<file path="config.mk">
export PLATFORM = sky130hd
export DESIGN_NAME = uart_tx_bank
export DESIGN_NICKNAME = d
export VERILOG_FILES = /design/src/verilog/uart_bank_pkg.sv /design/src/verilog/byte_fifo.sv /design/src/verilog/uart_tx_channel.sv /design/src/verilog/write_decoder.sv /design/src/verilog/status_collector.sv /design/src/verilog/uart_tx_bank.sv
export SDC_FILE = /design/constraint.sdc
export NUM_CORES = 1
export LEC_CHECK = 0
export BUFFER_PORTS_ARGS = -buffer_cell sky130_fd_sc_hd__buf_2
export CAP_MARGIN = 20
export CELL_PAD_IN_SITES_DETAIL_PLACEMENT = 1
export CELL_PAD_IN_SITES_GLOBAL_PLACEMENT = 1
export CORE_MARGIN = 2
export CORE_UTILIZATION = 45
export CTS_CLUSTER_DIAMETER = 60
export DETAILED_ROUTE_END_ITERATION = 10
export GPL_TIMING_DRIVEN = 0
export PLACE_DENSITY_LB_ADDON = 0.1
export SYNTH_ARGS = -nofsm -noshare
export SYNTH_HDL_FRONTEND = slang
export SYNTH_SLANG_ARGS = --single-unit
</file>
<file path="constraint.sdc">
create_clock -name i_clock -period 3.1 [get_ports i_clock]
set_clock_uncertainty 0.1 [all_clocks]
set_input_delay 0.465 -clock i_clock [delete_from_list [all_inputs] [get_ports i_clock]]
set_output_delay 0.465 -clock i_clock [all_outputs]
set_load 0.03 [all_outputs]
</file>
<file path="src/verilog/uart_bank_pkg.sv">
/*
 Shared constants and types for the UART transmit bank.
 FIFO_DEPTH must be a power of two, because the FIFO pointers wrap naturally.
 CLOCKS_PER_BIT is fixed at build time and has no runtime control.
*/

package uart_bank_pkg;

	// Bank size.
	localparam int CHANNEL_COUNT = 4;

	// Per-channel queue depth in bytes.
	localparam int FIFO_DEPTH = 8;

	// Serial bit period in clock cycles.
	localparam int CLOCKS_PER_BIT = 16;

	// Derived FIFO widths.
	localparam int FIFO_ADDR_WIDTH = $clog2(FIFO_DEPTH);
	localparam int FIFO_COUNT_WIDTH = $clog2(FIFO_DEPTH + 1);

	// Channel number.
	typedef logic [1:0] channel_index_t;

	// One bit per channel.
	typedef logic [CHANNEL_COUNT-1:0] channel_mask_t;

	// One data byte.
	typedef logic [7:0] byte_t;

	// Bit divider, counts up to CLOCKS_PER_BIT.
	typedef logic [4:0] bit_count_t;

	// FIFO pointer and occupancy.
	typedef logic [FIFO_ADDR_WIDTH-1:0] fifo_addr_t;
	typedef logic [FIFO_COUNT_WIDTH-1:0] fifo_count_t;

endpackage

</file>
<file path="src/verilog/byte_fifo.sv">
/*
 First-word-fall-through byte FIFO; the head byte is valid while not empty.
 A write when full or a read when empty is ignored, so callers gate on the flags.
*/

module byte_fifo (
	input  logic                 i_clock,
	input  logic                 i_reset,
	input  logic                 i_write,
	input  uart_bank_pkg::byte_t i_wdata,
	input  logic                 i_read,
	output uart_bank_pkg::byte_t o_rdata,
	output logic                 o_empty,
	output logic                 o_full
);
	import uart_bank_pkg::*;

	byte_t       mem [FIFO_DEPTH];
	fifo_addr_t  wr_ptr;
	fifo_addr_t  rd_ptr;
	fifo_count_t count;
	logic        do_write;
	logic        do_read;

	assign do_write = i_write && !o_full;
	assign do_read = i_read && !o_empty;

	assign o_empty = (count == '0);
	assign o_full = (count == fifo_count_t'(FIFO_DEPTH));

	// Head of queue, no read latency.
	assign o_rdata = mem[rd_ptr];

	// Storage.
	always_ff @(posedge i_clock) begin
		if (do_write) begin
			mem[wr_ptr] <= i_wdata;
		end
	end

	// Pointers and occupancy.
	always_ff @(posedge i_clock) begin
		if (i_reset) begin
			wr_ptr <= '0;
			rd_ptr <= '0;
			count <= '0;
		end else begin
			if (do_write) begin
				wr_ptr <= wr_ptr + 1'b1;
			end
			if (do_read) begin
				rd_ptr <= rd_ptr + 1'b1;
			end
			// Simultaneous push and pop leave the count alone.
			case ({do_write, do_read})
				2'b10: count <= count + 1'b1;
				2'b01: count <= count - 1'b1;
				default: count <= count;
			endcase
		end
	end

	// The serializer only pops a queue that holds a byte.
	a_no_read_when_empty: assert property (
		@(posedge i_clock) disable iff (i_reset) i_read |-> !o_empty);

	// The channel drops writes to a full queue before they get here.
	a_no_write_when_full: assert property (
		@(posedge i_clock) disable iff (i_reset) i_write |-> !o_full);

endmodule

</file>
<file path="src/verilog/uart_tx_channel.sv">
/*
 One 8N1 transmit channel: byte queue plus serializer.
 A frame is 10 bit periods; at least one idle cycle separates queued frames.
 Writes to a full queue are dropped and reported on o_dropped.
*/

module uart_tx_channel (
	input  logic                 i_clock,
	input  logic                 i_reset,
	input  logic                 i_write,
	input  uart_bank_pkg::byte_t i_data,
	output logic                 o_tx,
	output logic                 o_busy,
	output logic                 o_done,
	output logic                 o_dropped
);
	import uart_bank_pkg::*;

	typedef enum logic [1:0] {
		TX_IDLE,
		TX_START,
		TX_DATA,
		TX_STOP
	} tx_state_t;

	tx_state_t  state;
	bit_count_t bit_count;
	logic [2:0] bit_index;
	byte_t      shift;
	logic       bit_end;
	logic       fifo_write;
	logic       fifo_read;
	byte_t      fifo_rdata;
	logic       fifo_empty;
	logic       fifo_full;

	// Accept only while there is room.
	assign fifo_write = i_write && !fifo_full;

	// Pop the head as soon as the line is idle.
	assign fifo_read = (state == TX_IDLE) && !fifo_empty;

	assign bit_end = (bit_count == bit_count_t'(CLOCKS_PER_BIT - 1));

	assign o_busy = (state != TX_IDLE) || !fifo_empty;

	byte_fifo tx_fifo (
		.i_clock (i_clock),
		.i_reset (i_reset),
		.i_write (fifo_write),
		.i_wdata (i_data),
		.i_read  (fifo_read),
		.o_rdata (fifo_rdata),
		.o_empty (fifo_empty),
		.o_full  (fifo_full)
	);

	// Overflow report.
	always_ff @(posedge i_clock) begin
		if (i_reset) begin
			o_dropped <= 1'b0;
		end else begin
			o_dropped <= i_write && fifo_full;
		end
	end

	// Serializer FSM.
	always_ff @(posedge i_clock) begin
		if (i_reset) begin
			state <= TX_IDLE;
			bit_count <= '0;
			bit_index <= '0;
			o_tx <= 1'b1;
			o_done <= 1'b0;
		end else begin
			o_done <= 1'b0;
			if (state == TX_IDLE) begin
				bit_count <= '0;
				if (fifo_read) begin
					state <= TX_START;
					o_tx <= 1'b0;
				end
			end else if (!bit_end) begin
				bit_count <= bit_count + 1'b1;
			end else begin
				bit_count <= '0;
				case (state)
					TX_START: begin
						state <= TX_DATA;
						bit_index <= '0;
						o_tx <= shift[0];
					end
					TX_DATA: begin
						if (bit_index == 3'd7) begin
							state <= TX_STOP;
							o_tx <= 1'b1;
						end else begin
							bit_index <= bit_index + 1'b1;
							o_tx <= shift[0];
						end
					end
					TX_STOP: begin
						state <= TX_IDLE;
						// Queue drained with this frame.
						o_done <= fifo_empty;
					end
					default: begin
						state <= TX_IDLE;
						o_tx <= 1'b1;
					end
				endcase
			end
		end
	end

	// Shift register, LSB goes out first.
	always_ff @(posedge i_clock) begin
		if (fifo_read) begin
			shift <= fifo_rdata;
		end else if (bit_end && (state == TX_START || state == TX_DATA)) begin
			shift <= shift >> 1;
		end
	end

	a_idle_line_high: assert property (
		@(posedge i_clock) disable iff (i_reset) (state == TX_IDLE) |-> o_tx);

endmodule

</file>
<file path="src/verilog/write_decoder.sv">
/*
 Registers a host write and steers it to one channel.
 Strobe and byte appear one cycle after the host write.
*/

module write_decoder (
	input  logic                          i_clock,
	input  logic                          i_reset,
	input  logic                          i_write,
	input  uart_bank_pkg::channel_index_t i_channel,
	input  uart_bank_pkg::byte_t          i_data,
	output uart_bank_pkg::channel_mask_t  o_write_mask,
	output uart_bank_pkg::byte_t          o_data
);
	import uart_bank_pkg::*;

	// One-hot strobe.
	always_ff @(posedge i_clock) begin
		if (i_reset) begin
			o_write_mask <= '0;
		end else if (i_write) begin
			o_write_mask <= channel_mask_t'(1) << i_channel;
		end else begin
			o_write_mask <= '0;
		end
	end

	// Shared byte for all channels.
	always_ff @(posedge i_clock) begin
		if (i_write) begin
			o_data <= i_data;
		end
	end

	// Each host write reaches exactly the addressed channel next cycle.
	a_strobe_one_hot: assert property (
		@(posedge i_clock) disable iff (i_reset)
		i_write |=> $onehot(o_write_mask) && o_write_mask[$past(i_channel)]);

	a_channel_in_range: assert property (
		@(posedge i_clock) disable iff (i_reset)
		i_write |-> (int'(i_channel) < CHANNEL_COUNT));

endmodule

</file>
<file path="src/verilog/status_collector.sv">
/*
 Sticky per-channel done and dropped flags.
 A clear removes the masked bits; a pulse in the same cycle keeps its bit set.
*/

module status_collector (
	input  logic                         i_clock,
	input  logic                         i_reset,
	input  uart_bank_pkg::channel_mask_t i_done,
	input  uart_bank_pkg::channel_mask_t i_dropped,
	input  logic                         i_clear,
	input  uart_bank_pkg::channel_mask_t i_clear_mask,
	output uart_bank_pkg::channel_mask_t o_done_flags,
	output uart_bank_pkg::channel_mask_t o_dropped_flags
);
	import uart_bank_pkg::*;

	channel_mask_t clear_bits;

	// Only a clear strobe applies the mask.
	assign clear_bits = i_clear ? i_clear_mask : '0;

	// Set wins over clear.
	always_ff @(posedge i_clock) begin
		if (i_reset) begin
			o_done_flags <= '0;
			o_dropped_flags <= '0;
		end else begin
			o_done_flags <= (o_done_flags & ~clear_bits) | i_done;
			o_dropped_flags <= (o_dropped_flags & ~clear_bits) | i_dropped;
		end
	end

endmodule

</file>
<file path="src/verilog/uart_tx_bank.sv">
/*
 Bank of UART transmit channels behind one byte-write port.
 Writes are never refused; overflow shows up in o_dropped_flags.
*/

module uart_tx_bank (
	input  logic                          i_clock,
	input  logic                          i_reset,
	input  logic                          i_write,
	input  uart_bank_pkg::channel_index_t i_channel,
	input  uart_bank_pkg::byte_t          i_data,
	input  logic                          i_clear,
	input  uart_bank_pkg::channel_mask_t  i_clear_mask,
	output uart_bank_pkg::channel_mask_t  o_tx,
	output uart_bank_pkg::channel_mask_t  o_busy,
	output uart_bank_pkg::channel_mask_t  o_done_flags,
	output uart_bank_pkg::channel_mask_t  o_dropped_flags
);
	import uart_bank_pkg::*;

	channel_mask_t write_mask;
	byte_t         write_data;
	channel_mask_t done;
	channel_mask_t dropped;

	write_decoder decoder (
		.i_clock      (i_clock),
		.i_reset      (i_reset),
		.i_write      (i_write),
		.i_channel    (i_channel),
		.i_data       (i_data),
		.o_write_mask (write_mask),
		.o_data       (write_data)
	);

	// One serializer per channel.
	for (genvar ch = 0; ch < CHANNEL_COUNT; ch++) begin : g_channel
		uart_tx_channel channel (
			.i_clock   (i_clock),
			.i_reset   (i_reset),
			.i_write   (write_mask[ch]),
			.i_data    (write_data),
			.o_tx      (o_tx[ch]),
			.o_busy    (o_busy[ch]),
			.o_done    (done[ch]),
			.o_dropped (dropped[ch])
		);
	end

	status_collector collector (
		.i_clock         (i_clock),
		.i_reset         (i_reset),
		.i_done          (done),
		.i_dropped       (dropped),
		.i_clear         (i_clear),
		.i_clear_mask    (i_clear_mask),
		.o_done_flags    (o_done_flags),
		.o_dropped_flags (o_dropped_flags)
	);

endmodule

</file>
# Yosys cells after proc, flatten, opt, wreduce, memory -nomap -nowiden
# Memories as Yosys holds them, arrays and structs flattened. A register that Yosys moved wholly into a read port is not among the register bits.
# Cells that the tools add are included.
# W data, S select, Z words.
[word_totals]
ff_bits = 144
mem_bits_ro = 0
out_inout_bits = 16
memories = 4
latchBits = 0
elab_cells = 305
mem_bits_rw = 256
[op_classes]
n_reduce_logical = 89
n_addsub = 24
n_div = 0
n_lt_le_gt_ge = 0
n_bitwise = 18
mux = 77
multipliers = 0
shifts = 1
eq_ne = 48
[memory_table]
columns = ["memory", "words", "word_bits", "read_ports", "rd_ports_with_merged_regs", "write_ports", "line", "text"]
rows = [
  ["g_channel[0].channel.tx_fifo.mem", 8, 8, 1, 1, 1, "byte_fifo.sv:18", "byte_t mem [FIFO_DEPTH];"],
  ["g_channel[1].channel.tx_fifo.mem", 8, 8, 1, 1, 1, "byte_fifo.sv:18", ""],
  ["g_channel[2].channel.tx_fifo.mem", 8, 8, 1, 1, 1, "byte_fifo.sv:18", ""],
  ["g_channel[3].channel.tx_fifo.mem", 8, 8, 1, 1, 1, "byte_fifo.sv:18", ""],
]
[op_table]
columns = ["op", "n"]
rows = [
  ["$mux W8", 8],
  ["$reduce_bool A2 Y1", 20],
  ["$add A3 B1 Y3 const B", 12],
  ["$mux W3", 12],
  ["$mux W2", 16],
  ["$pmux W4 S2", 4],
  ["$eq A2 B2 Y1 const B", 12],
  ["$logic_and A1 B1 Y1", 24],
  ["$mux W1", 24],
  ["$pmux W3 S2", 4],
  ["$reduce_and A3 Y1", 8],
  ["$add A5 B1 Y5 const B", 4],
  ["$eq A5 B4 Y1 const B", 4],
  ["$add A4 B1 Y4 const B", 4],
  ["$eq A2 B1 Y1 const B", 8],
  ["$eq A4 B4 Y1 const B", 4],
  ["$logic_not A4 Y1", 4],
  ["$ne A2 B2 Y1 const B", 8],
  ["$pmux W2 S2", 4],
  ["$reduce_and A4 Y1", 4],
  ["$reduce_or A4 Y1", 4],
  ["$sub A4 B1 Y4 const B", 4],
  ["$not A1 Y1", 13],
  ["$eq A3 B3 Y1 const B", 4],
  ["other kinds (13)", 44],
]

# Logic depth before layout (Yosys ltp)
# Gate-level depths: netlist of the first run.
[depth]
word_depth = 6
depth_mapped = 12

# By module
# From an unflattened synthesis of the first run, not the netlist that was laid out.
[unflattened]
hier_cells = 1088
hier_area_um2 = 17246.5
[modules_own_cells]
columns = ["mod", "cells_per_inst", "n_inst", "area_each_um2", "seq_area_each_um2"]
rows = [
  ["byte_fifo", 167, 4, 3150.5, 2182.1],
  ["uart_tx_channel at g_channel[0].channel ...", 91, 3, 987.2, 500.5],
  ["uart_tx_channel at g_channel[3].channel", 107, 1, 1012.2, 500.5],
  ["write_decoder", 16, 1, 370.4, 320.3],
  ["status_collector", 24, 1, 300.3, 160.2],
]

# Worst setup path before layout of the first run
# OpenSTA, ideal clock, no wires.
[synth_timing]
path_type = "register -> register"
startpoint = "register g_channel[0].channel.tx_fifo.count[1]"
endpoint = "register g_channel[0].channel.tx_fifo.count[2]"
arrival_ps = 2350
path_buffers = 2
path_stages_with_launch = 12
setup_ps = 70
slack_ps = 580
synth_period_minus_slack_ps = 2520
required_time_ps = 2930
cell_sequence = "dfxtp_1 > buf_2 > o41ai_4 > buf_2 > inv_1 > ha_1 > xor2_1 > ha_1 > a21oi_1 > xor2_1 > or3_1 > a21oi_1"
[synth_between]
elab_chain_len = 6
elab_cells_between_ends = 14
classes_between = "add/sub: 2; eq/ne: 3; mux: 1; reduce/logical: 8"
[synth_rtl]
columns = ["element", "line", "text"]
rows = [
  ["start, declared", "byte_fifo.sv:21", "fifo_count_t count;"],
  ["start signal, assigned", "byte_fifo.sv:56", "2'b10: count <= count + 1'b1;"],
  ["start signal, assigned", "byte_fifo.sv:57", "2'b01: count <= count - 1'b1;"],
  ["start signal, assigned", "byte_fifo.sv:58", "default: count <= count;"],
  ["$logic_not A4 Y1 *", "byte_fifo.sv:28", "assign o_empty = (count == '0);"],
  ["$logic_not A1 Y1 *", "uart_tx_channel.sv:41", "assign fifo_read = (state == TX_IDLE) && !fifo_empty;"],
  ["$logic_and A1 B1 Y1 *", "uart_tx_channel.sv:41", ""],
  ["named net g_channel[0].channel.fifo_read", "uart_tx_channel.sv:32", "logic fifo_read;"],
  ["$logic_and A1 B1 Y1 *", "byte_fifo.sv:26", "assign do_read = i_read && !o_empty;"],
  ["$eq A2 B1 Y1 / $eq A2 B2 Y1 (equally long branches)", "byte_fifo.sv:55", "case ({do_write, do_read})"],
  ["$pmux W4 S2 / $reduce_bool A2 Y1 (equally long branches)", "n/a", ""],
]
# Mark *: on every way through the listed nets, which the timed path passes. The rest lies on a longest branch.
# A chain may end at the register's enable or synchronous reset.

# Worst setup path in the final report of the first run
[layout_timing]
startpoint = "register g_channel[2].channel.state[0]"
endpoint = "register g_channel[2].channel.tx_fifo.count[3]"
[layout_between]
elab_chain_len = 5
elab_cells_between_ends = 7
classes_between = "eq/ne: 2; mux: 1; reduce/logical: 4"
[layout_rtl]
columns = ["element", "line", "text"]
rows = [
  ["start, declared", "uart_tx_channel.sv:26", "tx_state_t state;"],
  ["start signal, assigned", "uart_tx_channel.sv:70", "state <= TX_IDLE;"],
  ["start signal, assigned", "uart_tx_channel.sv:80", "state <= TX_START;"],
  ["start signal, assigned", "uart_tx_channel.sv:89", "state <= TX_DATA;"],
  ["$logic_not A2 Y1 *", "uart_tx_channel.sv:41", ""],
  ["$logic_and A1 B1 Y1 *", "uart_tx_channel.sv:41", ""],
  ["named net g_channel[2].channel.fifo_read", "uart_tx_channel.sv:32", ""],
  ["$logic_and A1 B1 Y1 *", "byte_fifo.sv:26", ""],
  ["$eq A2 B1 Y1 / $eq A2 B2 Y1 (equally long branches)", "byte_fifo.sv:55", ""],
  ["$pmux W4 S2 / $reduce_bool A2 Y1 (equally long branches)", "n/a", ""],
  ["end signal, assigned", "byte_fifo.sv:56", ""],
  ["end signal, assigned", "byte_fifo.sv:57", ""],
  ["end signal, assigned", "byte_fifo.sv:58", ""],
  ["end, declared", "byte_fifo.sv:21", ""],
]
# Marks and branches as above.

==> run_results.csv, run 1 <==
group,metric,value,unit
outcome,outcome,"finished clean",
critical_path,cp.required,3.51,ns
grt,grt_max_degree,33,
drt,vias,9801,
sta,fin_crit_sh,92.20,%
cells_and_area,layout_common_cells,"edfxtp_1, dfxtp_1, nor2_1, mux2i_1, nand2_1",
cells_and_area,drive_gt1_share,18.54,%
critical_path,start_kind,"flip-flop",
sta,min_period,2.858,ns
clocking,cts_inserted_buffers,45,
sta,drv_slew,0,
clocking,cts_max_path_buffers,3,
clocking,cts_tree,"built",
cells_and_area,fillCellCount,3674,
sta,max_freq,349.9,MHz
drt,ant_nets,0,
yosys,avgSynthCellArea,14.27,µm²
yosys,ys_ff_latch,412,
floorplan,die_area,0.03934,mm²
yosys,synthFlopType,"edfxtp_1",
pwr,total_leakage_power,6.937,nW
sta,finalHoldViolCount,0,
place,dp_worst_setup_slack,0.1304,ns
cells_and_area,multiInputGateArea,0.005373,mm²
grt,grt_pass1_wl,59970,µm
clocking,clock_latency,0.57,ns
pwr,vdd_drop_max,564.6,µV
yosys,yosysSeqAreaShare,65.96,%
cells_and_area,final-seq-area,0.01121,mm²
place,portBuffers,33,
yosys,synth.distinct_cells,50,
cells_and_area,layoutNonFillerInstCount,1854,
clocking,cts_sinks,412,
critical_path,worstReg2RegStart,"g_channel[2].channel.state[0]$_SDFFE_PP0P_",
yosys,synthesis.nets,1261,
clocking,clockRootBuffer,"clkbuf_16",
floorplan,ios,34,
drt,route.detailed.drc,0,
place,gp_congestion,0.7598,
job,cap_violations,0,
place,place_area,0.01810,mm²
worst_hold_path,worstHoldStart,"i_clear_mask[3]",
pwr,pwr_density_cell,872.2,mW/mm²
floorplan,chipHeight,198.4,µm
critical_path,critPathKind,"reg2reg",
place,dp_hpwl,25870,µm
yosys,syn-cell-area,0.01700,mm²
sta,relSlewSlack,32.27,%
cells_and_area,diodes,0,
cells_and_area,area_growth,15.69,%
yosys,ys.warnings.count,0,
floorplan,die_x,198.4,µm
critical_path,startpoint,"g_channel[2].channel.state[0]$_SDFFE_PP0P_",
drt,via_per_inst,5.286,
yosys,synth_cells,1191,
sta,worst_slew_pin_slew,1.016,ns
sta,timing.setup.tns,0,ns
cells_and_area,nets,1377,
yosys,synth-async-reset-ratio,0,%
critical_path,worstSetupEndpointType,"flip-flop",
floorplan,fp.coreArea,0.03740,mm²
yosys,synth_edf_count,296,
grt,track_usage,20.24,%
clocking,path_clk_slew,0.06,ns
sta,setup_violations,0,
pwr,p_total,17.15,mW
grt,grt_pass1_vias,10435,
drt,first_pass_iters,4,
grt,grt-ovfl-total,0,
cells_and_area,final_area,0.01967,mm²
worst_hold_path,min_path_type,"in2reg",
drt,finalWirelength,38140,µm
drt,post_drt_wl_per_cell,20.57,µm
critical_path,arrival,3.27,ns
clocking,htree_levels,2,
sta,worst_slack,0.2419,ns
place,dp.cells,1759,
sta,rsz0062_at_grt,"no",
critical_path,path_max_fanout,10,
floorplan,rows,71,
floorplan,start_util,45.45,%
grt,antenna_found_initial,0,
cells_and_area,final_common_cell,"edfxtp_1",
drt,drt_iter0_markers,554,
[worst max-delay path, cell delays in order (launching register included)]
cell,delay (ns)
dfxtp_1,0.41
inv_1,0.08
ha_1,0.30
o41ai_4,0.12
buf_2,0.33
inv_1,0.13
ha_1,0.29
clkbuf_1,0.19
nor4bb_1,0.33
o21ai_0,0.17
a211o_1,0.29
nand2_1,0.07
[worst paths after layout]
path | to | slack, ns | depth (start not counted)
worst max-delay path | g_channel[2].channel.tx_fifo.count[3]$_SDFFE_PP0P_ | 0.24 | 11
worst min-delay path | collector.o_dropped_flags[3]$_SDFF_PP0_ | 0.13 | 4
worst max register to register | g_channel[2].channel.tx_fifo.count[3]$_SDFFE_PP0P_ | 0.24 | 11
worst min register to register | g_channel[3].channel.bit_count[0]$_SDFF_PP0_ | 0.35 | 1
[area by class of cell]
cell class	count	share of cell area (%)
buffer	51	1.769
clock buffer	65	6.369
clock inverter	18	0.8717
inverter	24	0.4581
multi-input combinational	704	27.32
sequential	412	57.01
tap	511	3.251
timing repair buffer	69	2.952
[power breakdown]
group	switching, mW	leakage (nW)	internal (mW)
combinational	2.79	2.61	2.03
sequential	0.416	3.63	6.69
clock	2.17	0.700	3.06
total	5.37	6.94	11.8
[cell usage after synthesis, types with 4 or more instances]
master | number | area (µm²)
nor2_1 | 111 | 416.7
o21a_1 | 4 | 30.03
xnor2_1 | 8 | 70.07
o21ai_1 | 25 | 125.1
nor2b_1 | 20 | 125.1
and4b_1 | 5 | 50.05
nor4_1 | 7 | 43.79
buf_6 | 12 | 135.1
nor3b_1 | 5 | 37.54
and2_1 | 8 | 50.05
a31oi_1 | 4 | 25.02
nor3_1 | 14 | 70.07
edfxtp_1 | 296 | 8889
o41ai_4 | 4 | 110.1
a221o_1 | 28 | 280.3
o22ai_1 | 29 | 181.4
nand3_1 | 15 | 75.07
dfxtp_1 | 116 | 2322
buf_2 | 10 | 50.05
nor4bb_1 | 5 | 50.05
a211oi_1 | 7 | 52.55
nand2b_1 | 21 | 131.4
clkbuf_1 | 16 | 60.06
o21ai_0 | 21 | 105.1
or3_1 | 8 | 50.05
mux4_2 | 8 | 180.2
mux2_2 | 58 | 653.1
nand2_1 | 65 | 244.0
inv_1 | 24 | 90.09
a21oi_1 | 31 | 155.2
ha_1 | 52 | 650.6
buf_4 | 13 | 97.59
xor2_1 | 24 | 210.2
mux2i_1 | 81 | 810.8
and3_1 | 4 | 25.02
[stage by stage]
step           utilization, %  hold slack (ns)
3_3_place_gp            47.60           0.3237
5_1_grt                 52.58           0.1530
6_report                52.58           0.1279
4_1_cts                 52.47           0.1087
3_5_place_dp            48.40           0.3374
2_1_floorplan               -           0.3130
[registers in the layout, indices dropped and copies added (netlist names), named ones only]
signal	cells
g_channel.channel.tx_fifo.mem	256
g_channel.channel.shift	32
g_channel.channel.bit_count	20
g_channel.channel.tx_fifo.count	16
g_channel.channel.bit_index	12
g_channel.channel.tx_fifo.rd_ptr	12
g_channel.channel.tx_fifo.wr_ptr	12
decoder.o_data	8
g_channel.channel.state	8
collector.o_done_flags	4
collector.o_dropped_flags	4
decoder.o_write_mask	4
g_channel.channel.o_done	4
g_channel.channel.o_dropped	4
g_channel.channel.o_tx	4
[metal layers]
| layer | wire length, µm | track usage (%) | vias up |
|---|---|---|---|
| met4 | 705 | 5.597 | 0 |
| met3 | 1130 | 2.930 | 54 |
| li1 | - | - | 4692 |
| met2 | 18650 | 34.40 | 108 |
| met5 | 0 | 0 | - |
| met1 | 17650 | 27.11 | 4947 |
[what timing repair did]
action / 4_1_cts / 5_1_grt
hold endpoints to repair: 11 / 0
hold buffers: 10 / 0
gates resized for setup: 0 / 2
endpoints found under the setup margin: 0 / 3
buffers inserted: 0 / 1
[cell families (layout without fill, tap and decap cells)]
| group | count (synthesis) | count (layout) | share of synthesized area (%) |
|---|---|---|---|
| multiplexers | 147 | 147 | 9.672 |
| XOR/XNOR | 35 | 35 | 1.936 |
| flip-flops | 412 | 412 | 65.96 |
| buffers and inverters | 75 | 227 | 2.547 |
| AND/OR/NAND/NOR | 310 | 310 | 9.430 |
| AO/OA/AOI/OAI | 160 | 160 | 6.632 |
| adder cells (fa/ha/maj) | 52 | 52 | 3.828 |
Power figures use the tool's default switching activity.
==> run 2, diff against run 1 <==
--- a/config.mk
+++ b/config.mk
@@ -15,6 +15,7 @@
 export DETAILED_ROUTE_END_ITERATION = 10
 export GPL_TIMING_DRIVEN = 0
 export PLACE_DENSITY_LB_ADDON = 0.1
+export REMOVE_ABC_BUFFERS = 1
 export SYNTH_ARGS = -nofsm -noshare
 export SYNTH_HDL_FRONTEND = slang
 export SYNTH_SLANG_ARGS = --single-unit
==> constraint.sdc (replaced) <==
create_clock -name i_clock -period 3.1 [get_ports i_clock]
set_clock_uncertainty 0.1 [all_clocks]
set_input_delay 0.155 -clock i_clock [delete_from_list [all_inputs] [get_ports i_clock]]
set_output_delay 0.155 -clock i_clock [all_outputs]
set_load 0.03 [all_outputs]
==> run_results.csv, run 2 (synthesized netlist as in run 1, its figures left out) <==
group,metric,value,unit
floorplan,rows,71,
critical_path,worstSetupEndpointType,"flip-flop",
grt,antenna_found_initial,0,
cells_and_area,layout_common_cells,"edfxtp_1, dfxtp_1, nor2_1, mux2i_1, nand2_1",
critical_path,arrival,3.21,ns
sta,drv_slew,0,
critical_path,path_max_fanout,10,
floorplan,ios,34,
drt,ant_nets,0,
floorplan,die_area,0.03934,mm²
place,place_area,0.01772,mm²
clocking,cts_max_path_buffers,3,
sta,worst_slack,0.2580,ns
critical_path,critPathKind,"reg2reg",
clocking,cts_sinks,412,
cells_and_area,fillCellCount,3633,
sta,timing.setup.tns,0,ns
grt,track_usage,18.10,%
clocking,cts_resized,0,
floorplan,start_util,45.45,%
drt,route.detailed.drc,0,
floorplan,fp.coreArea,0.03740,mm²
sta,max_freq,351.9,MHz
sta,hold_slack,0.01797,ns
drt,finalWirelength,34550,µm
clocking,clockRootBuffer,"clkbuf_16",
critical_path,startpoint,"g_channel[3].channel.tx_fifo.count[1]$_SDFFE_PP0P_",
critical_path,reg2reg_depth,9,
drt,first_pass_iters,4,
clocking,htree_levels,2,
grt,grt_pass1_vias,10193,
clocking,path_clk_slew,0.06,ns
outcome,outcome,"finished clean",
sta,relSlewSlack,34.85,%
cells_and_area,final-seq-area,0.01122,mm²
cells_and_area,final_area,0.01953,mm²
clocking,cts_tree,"built",
worst_hold_path,min_path_type,"in2reg",
cells_and_area,area_growth,14.90,%
grt,grt-ovfl-total,0,
cells_and_area,nets,1345,
critical_path,start_kind,"flip-flop",
critical_path,critical_path.endpoint,"g_channel[3].channel.tx_fifo.count[2]$_SDFFE_PP0P_",
grt,grt_max_degree,59,
sta,finalHoldViolCount,0,
sta,fin_crit_sh,91.68,%
cells_and_area,top_regs,"g_channel.channel.tx_fifo.mem x256, g_channel.channel.shift x32, g_channel.channel.bit_count x20",
sta,setup_violations,0,
critical_path,worstReg2RegStart,"g_channel[3].channel.tx_fifo.count[1]$_SDFFE_PP0P_",
drt,via_per_inst,5.283,
grt,grt_pass1_wl,55370,µm
cells_and_area,drive_gt1_share,17.52,%
critical_path,cp.required,3.47,ns
sta,min_period,2.842,ns
floorplan,chipHeight,198.4,µm
cells_and_area,regMostFlops,"g_channel.channel.tx_fifo.mem",
place,dp.cells,1707,
critical_path,r2r_end,"g_channel[3].channel.tx_fifo.count[2]$_SDFFE_PP0P_",
cells_and_area,largest_register_ffs,256,
sta,worst_slew_pin_slew,0.9636,ns
cells_and_area,diodes,0,
job,cap_violations,0,
place,dp_worst_setup_slack,-0.1467,ns
place,portBuffers,33,
place,dp_hpwl,21900,µm
drt,vias,9637,
pwr,pwr_density_cell,863.3,mW/mm²
sta,rsz0062_at_grt,"no",
critical_path,r2r_slack,0.26,ns
pwr,total_leakage_power,6.836,nW
place,gp_congestion,0.7199,
pwr,vdd_drop_max,527.5,µV
cells_and_area,multiInputGateArea,0.005405,mm²
floorplan,die_x,198.4,µm
clocking,clock_latency,0.55,ns
clocking,cts_inserted_buffers,46,
cells_and_area,final_common_cell,"edfxtp_1",
cells_and_area,layoutNonFillerInstCount,1824,
drt,post_drt_wl_per_cell,18.94,µm
drt,drt_iter0_markers,409,
[run 2: area by class of cell]
| class | instances | area share, % |
|---|---|---|
| multi-input cells | 706 | 27.68 |
| flip-flops and latches | 412 | 57.43 |
| clock inverters | 20 | 0.8905 |
| repair buffers | 85 | 3.786 |
| well taps | 511 | 3.274 |
| inverters | 24 | 0.4613 |
| clock buffers | 66 | 6.483 |
[run 2: worst max-delay path, cell delays in order (launching register included)]
cell,delay [ns]
dfxtp_1,0.44
or4b_1,0.76
nand2_8,0.20
ha_1,0.28
xor2_1,0.17
ha_1,0.16
a21oi_1,0.05
xor2_1,0.17
or3_1,0.30
a21oi_1,0.14
[run 2: worst min path at each step]
stage,startpoint,end,slack (ns),depth (start not counted)
6_report,i_clear,collector.o_dropped_flags[1]$_SDFF_PP0_,0.02,4
5_1_grt,i_clear,collector.o_dropped_flags[3]$_SDFF_PP0_,0.04,4
4_1_cts,i_clear,collector.o_dropped_flags[1]$_SDFF_PP0_,0.01,4
3_5_place_dp,i_data[2],decoder.o_data[2]$_DFFE_PP_,0.23,1
3_3_place_gp,i_data[4],decoder.o_data[4]$_DFFE_PP_,0.23,1
2_1_floorplan,i_reset,g_channel[1].channel.tx_fifo.wr_ptr[1]$_SDFFE_PP0P_,0.12,1
[run 2: per-stage QoR]
step | utilization (%) | total power [mW]
3_3_place_gp | 46.68 | 11.42
6_report | 52.22 | 16.86
5_1_grt | 52.22 | 17.87
4_1_cts | 51.82 | 16.98
3_5_place_dp | 47.37 | 11.62
2_1_floorplan | - | 10.39
[run 2: report_power, final]
group / internal [mW] / switching (mW) / leakage, nW
Clock: 3.02 / 2.14 / 0.705
Combinational: 1.90 / 2.38 / 2.50
Sequential: 6.69 / 0.721 / 3.63
Total: 11.6 / 5.25 / 6.84
[run 2: metal layers]
metal | share of wire (%) | up-vias | global-route usage (%) | wire, µm
li1 | - | 4623 | - | -
met1 | 45 | 4859 | 23.46 | 15410
met2 | 50 | 109 | 31.55 | 17310
met3 | 3.5 | 46 | 2.981 | 1207
met4 | 1.8 | 0 | 4.734 | 622
met5 | 0 | - | 0 | 0
[run 2: repair_timing]
action	in CTS	in global routing
pin swaps	2	2
setup endpoints to repair	4	3
buffers inserted	0	3
gates cloned	2	0
hold buffers	19	0
hold endpoints to repair	52	0
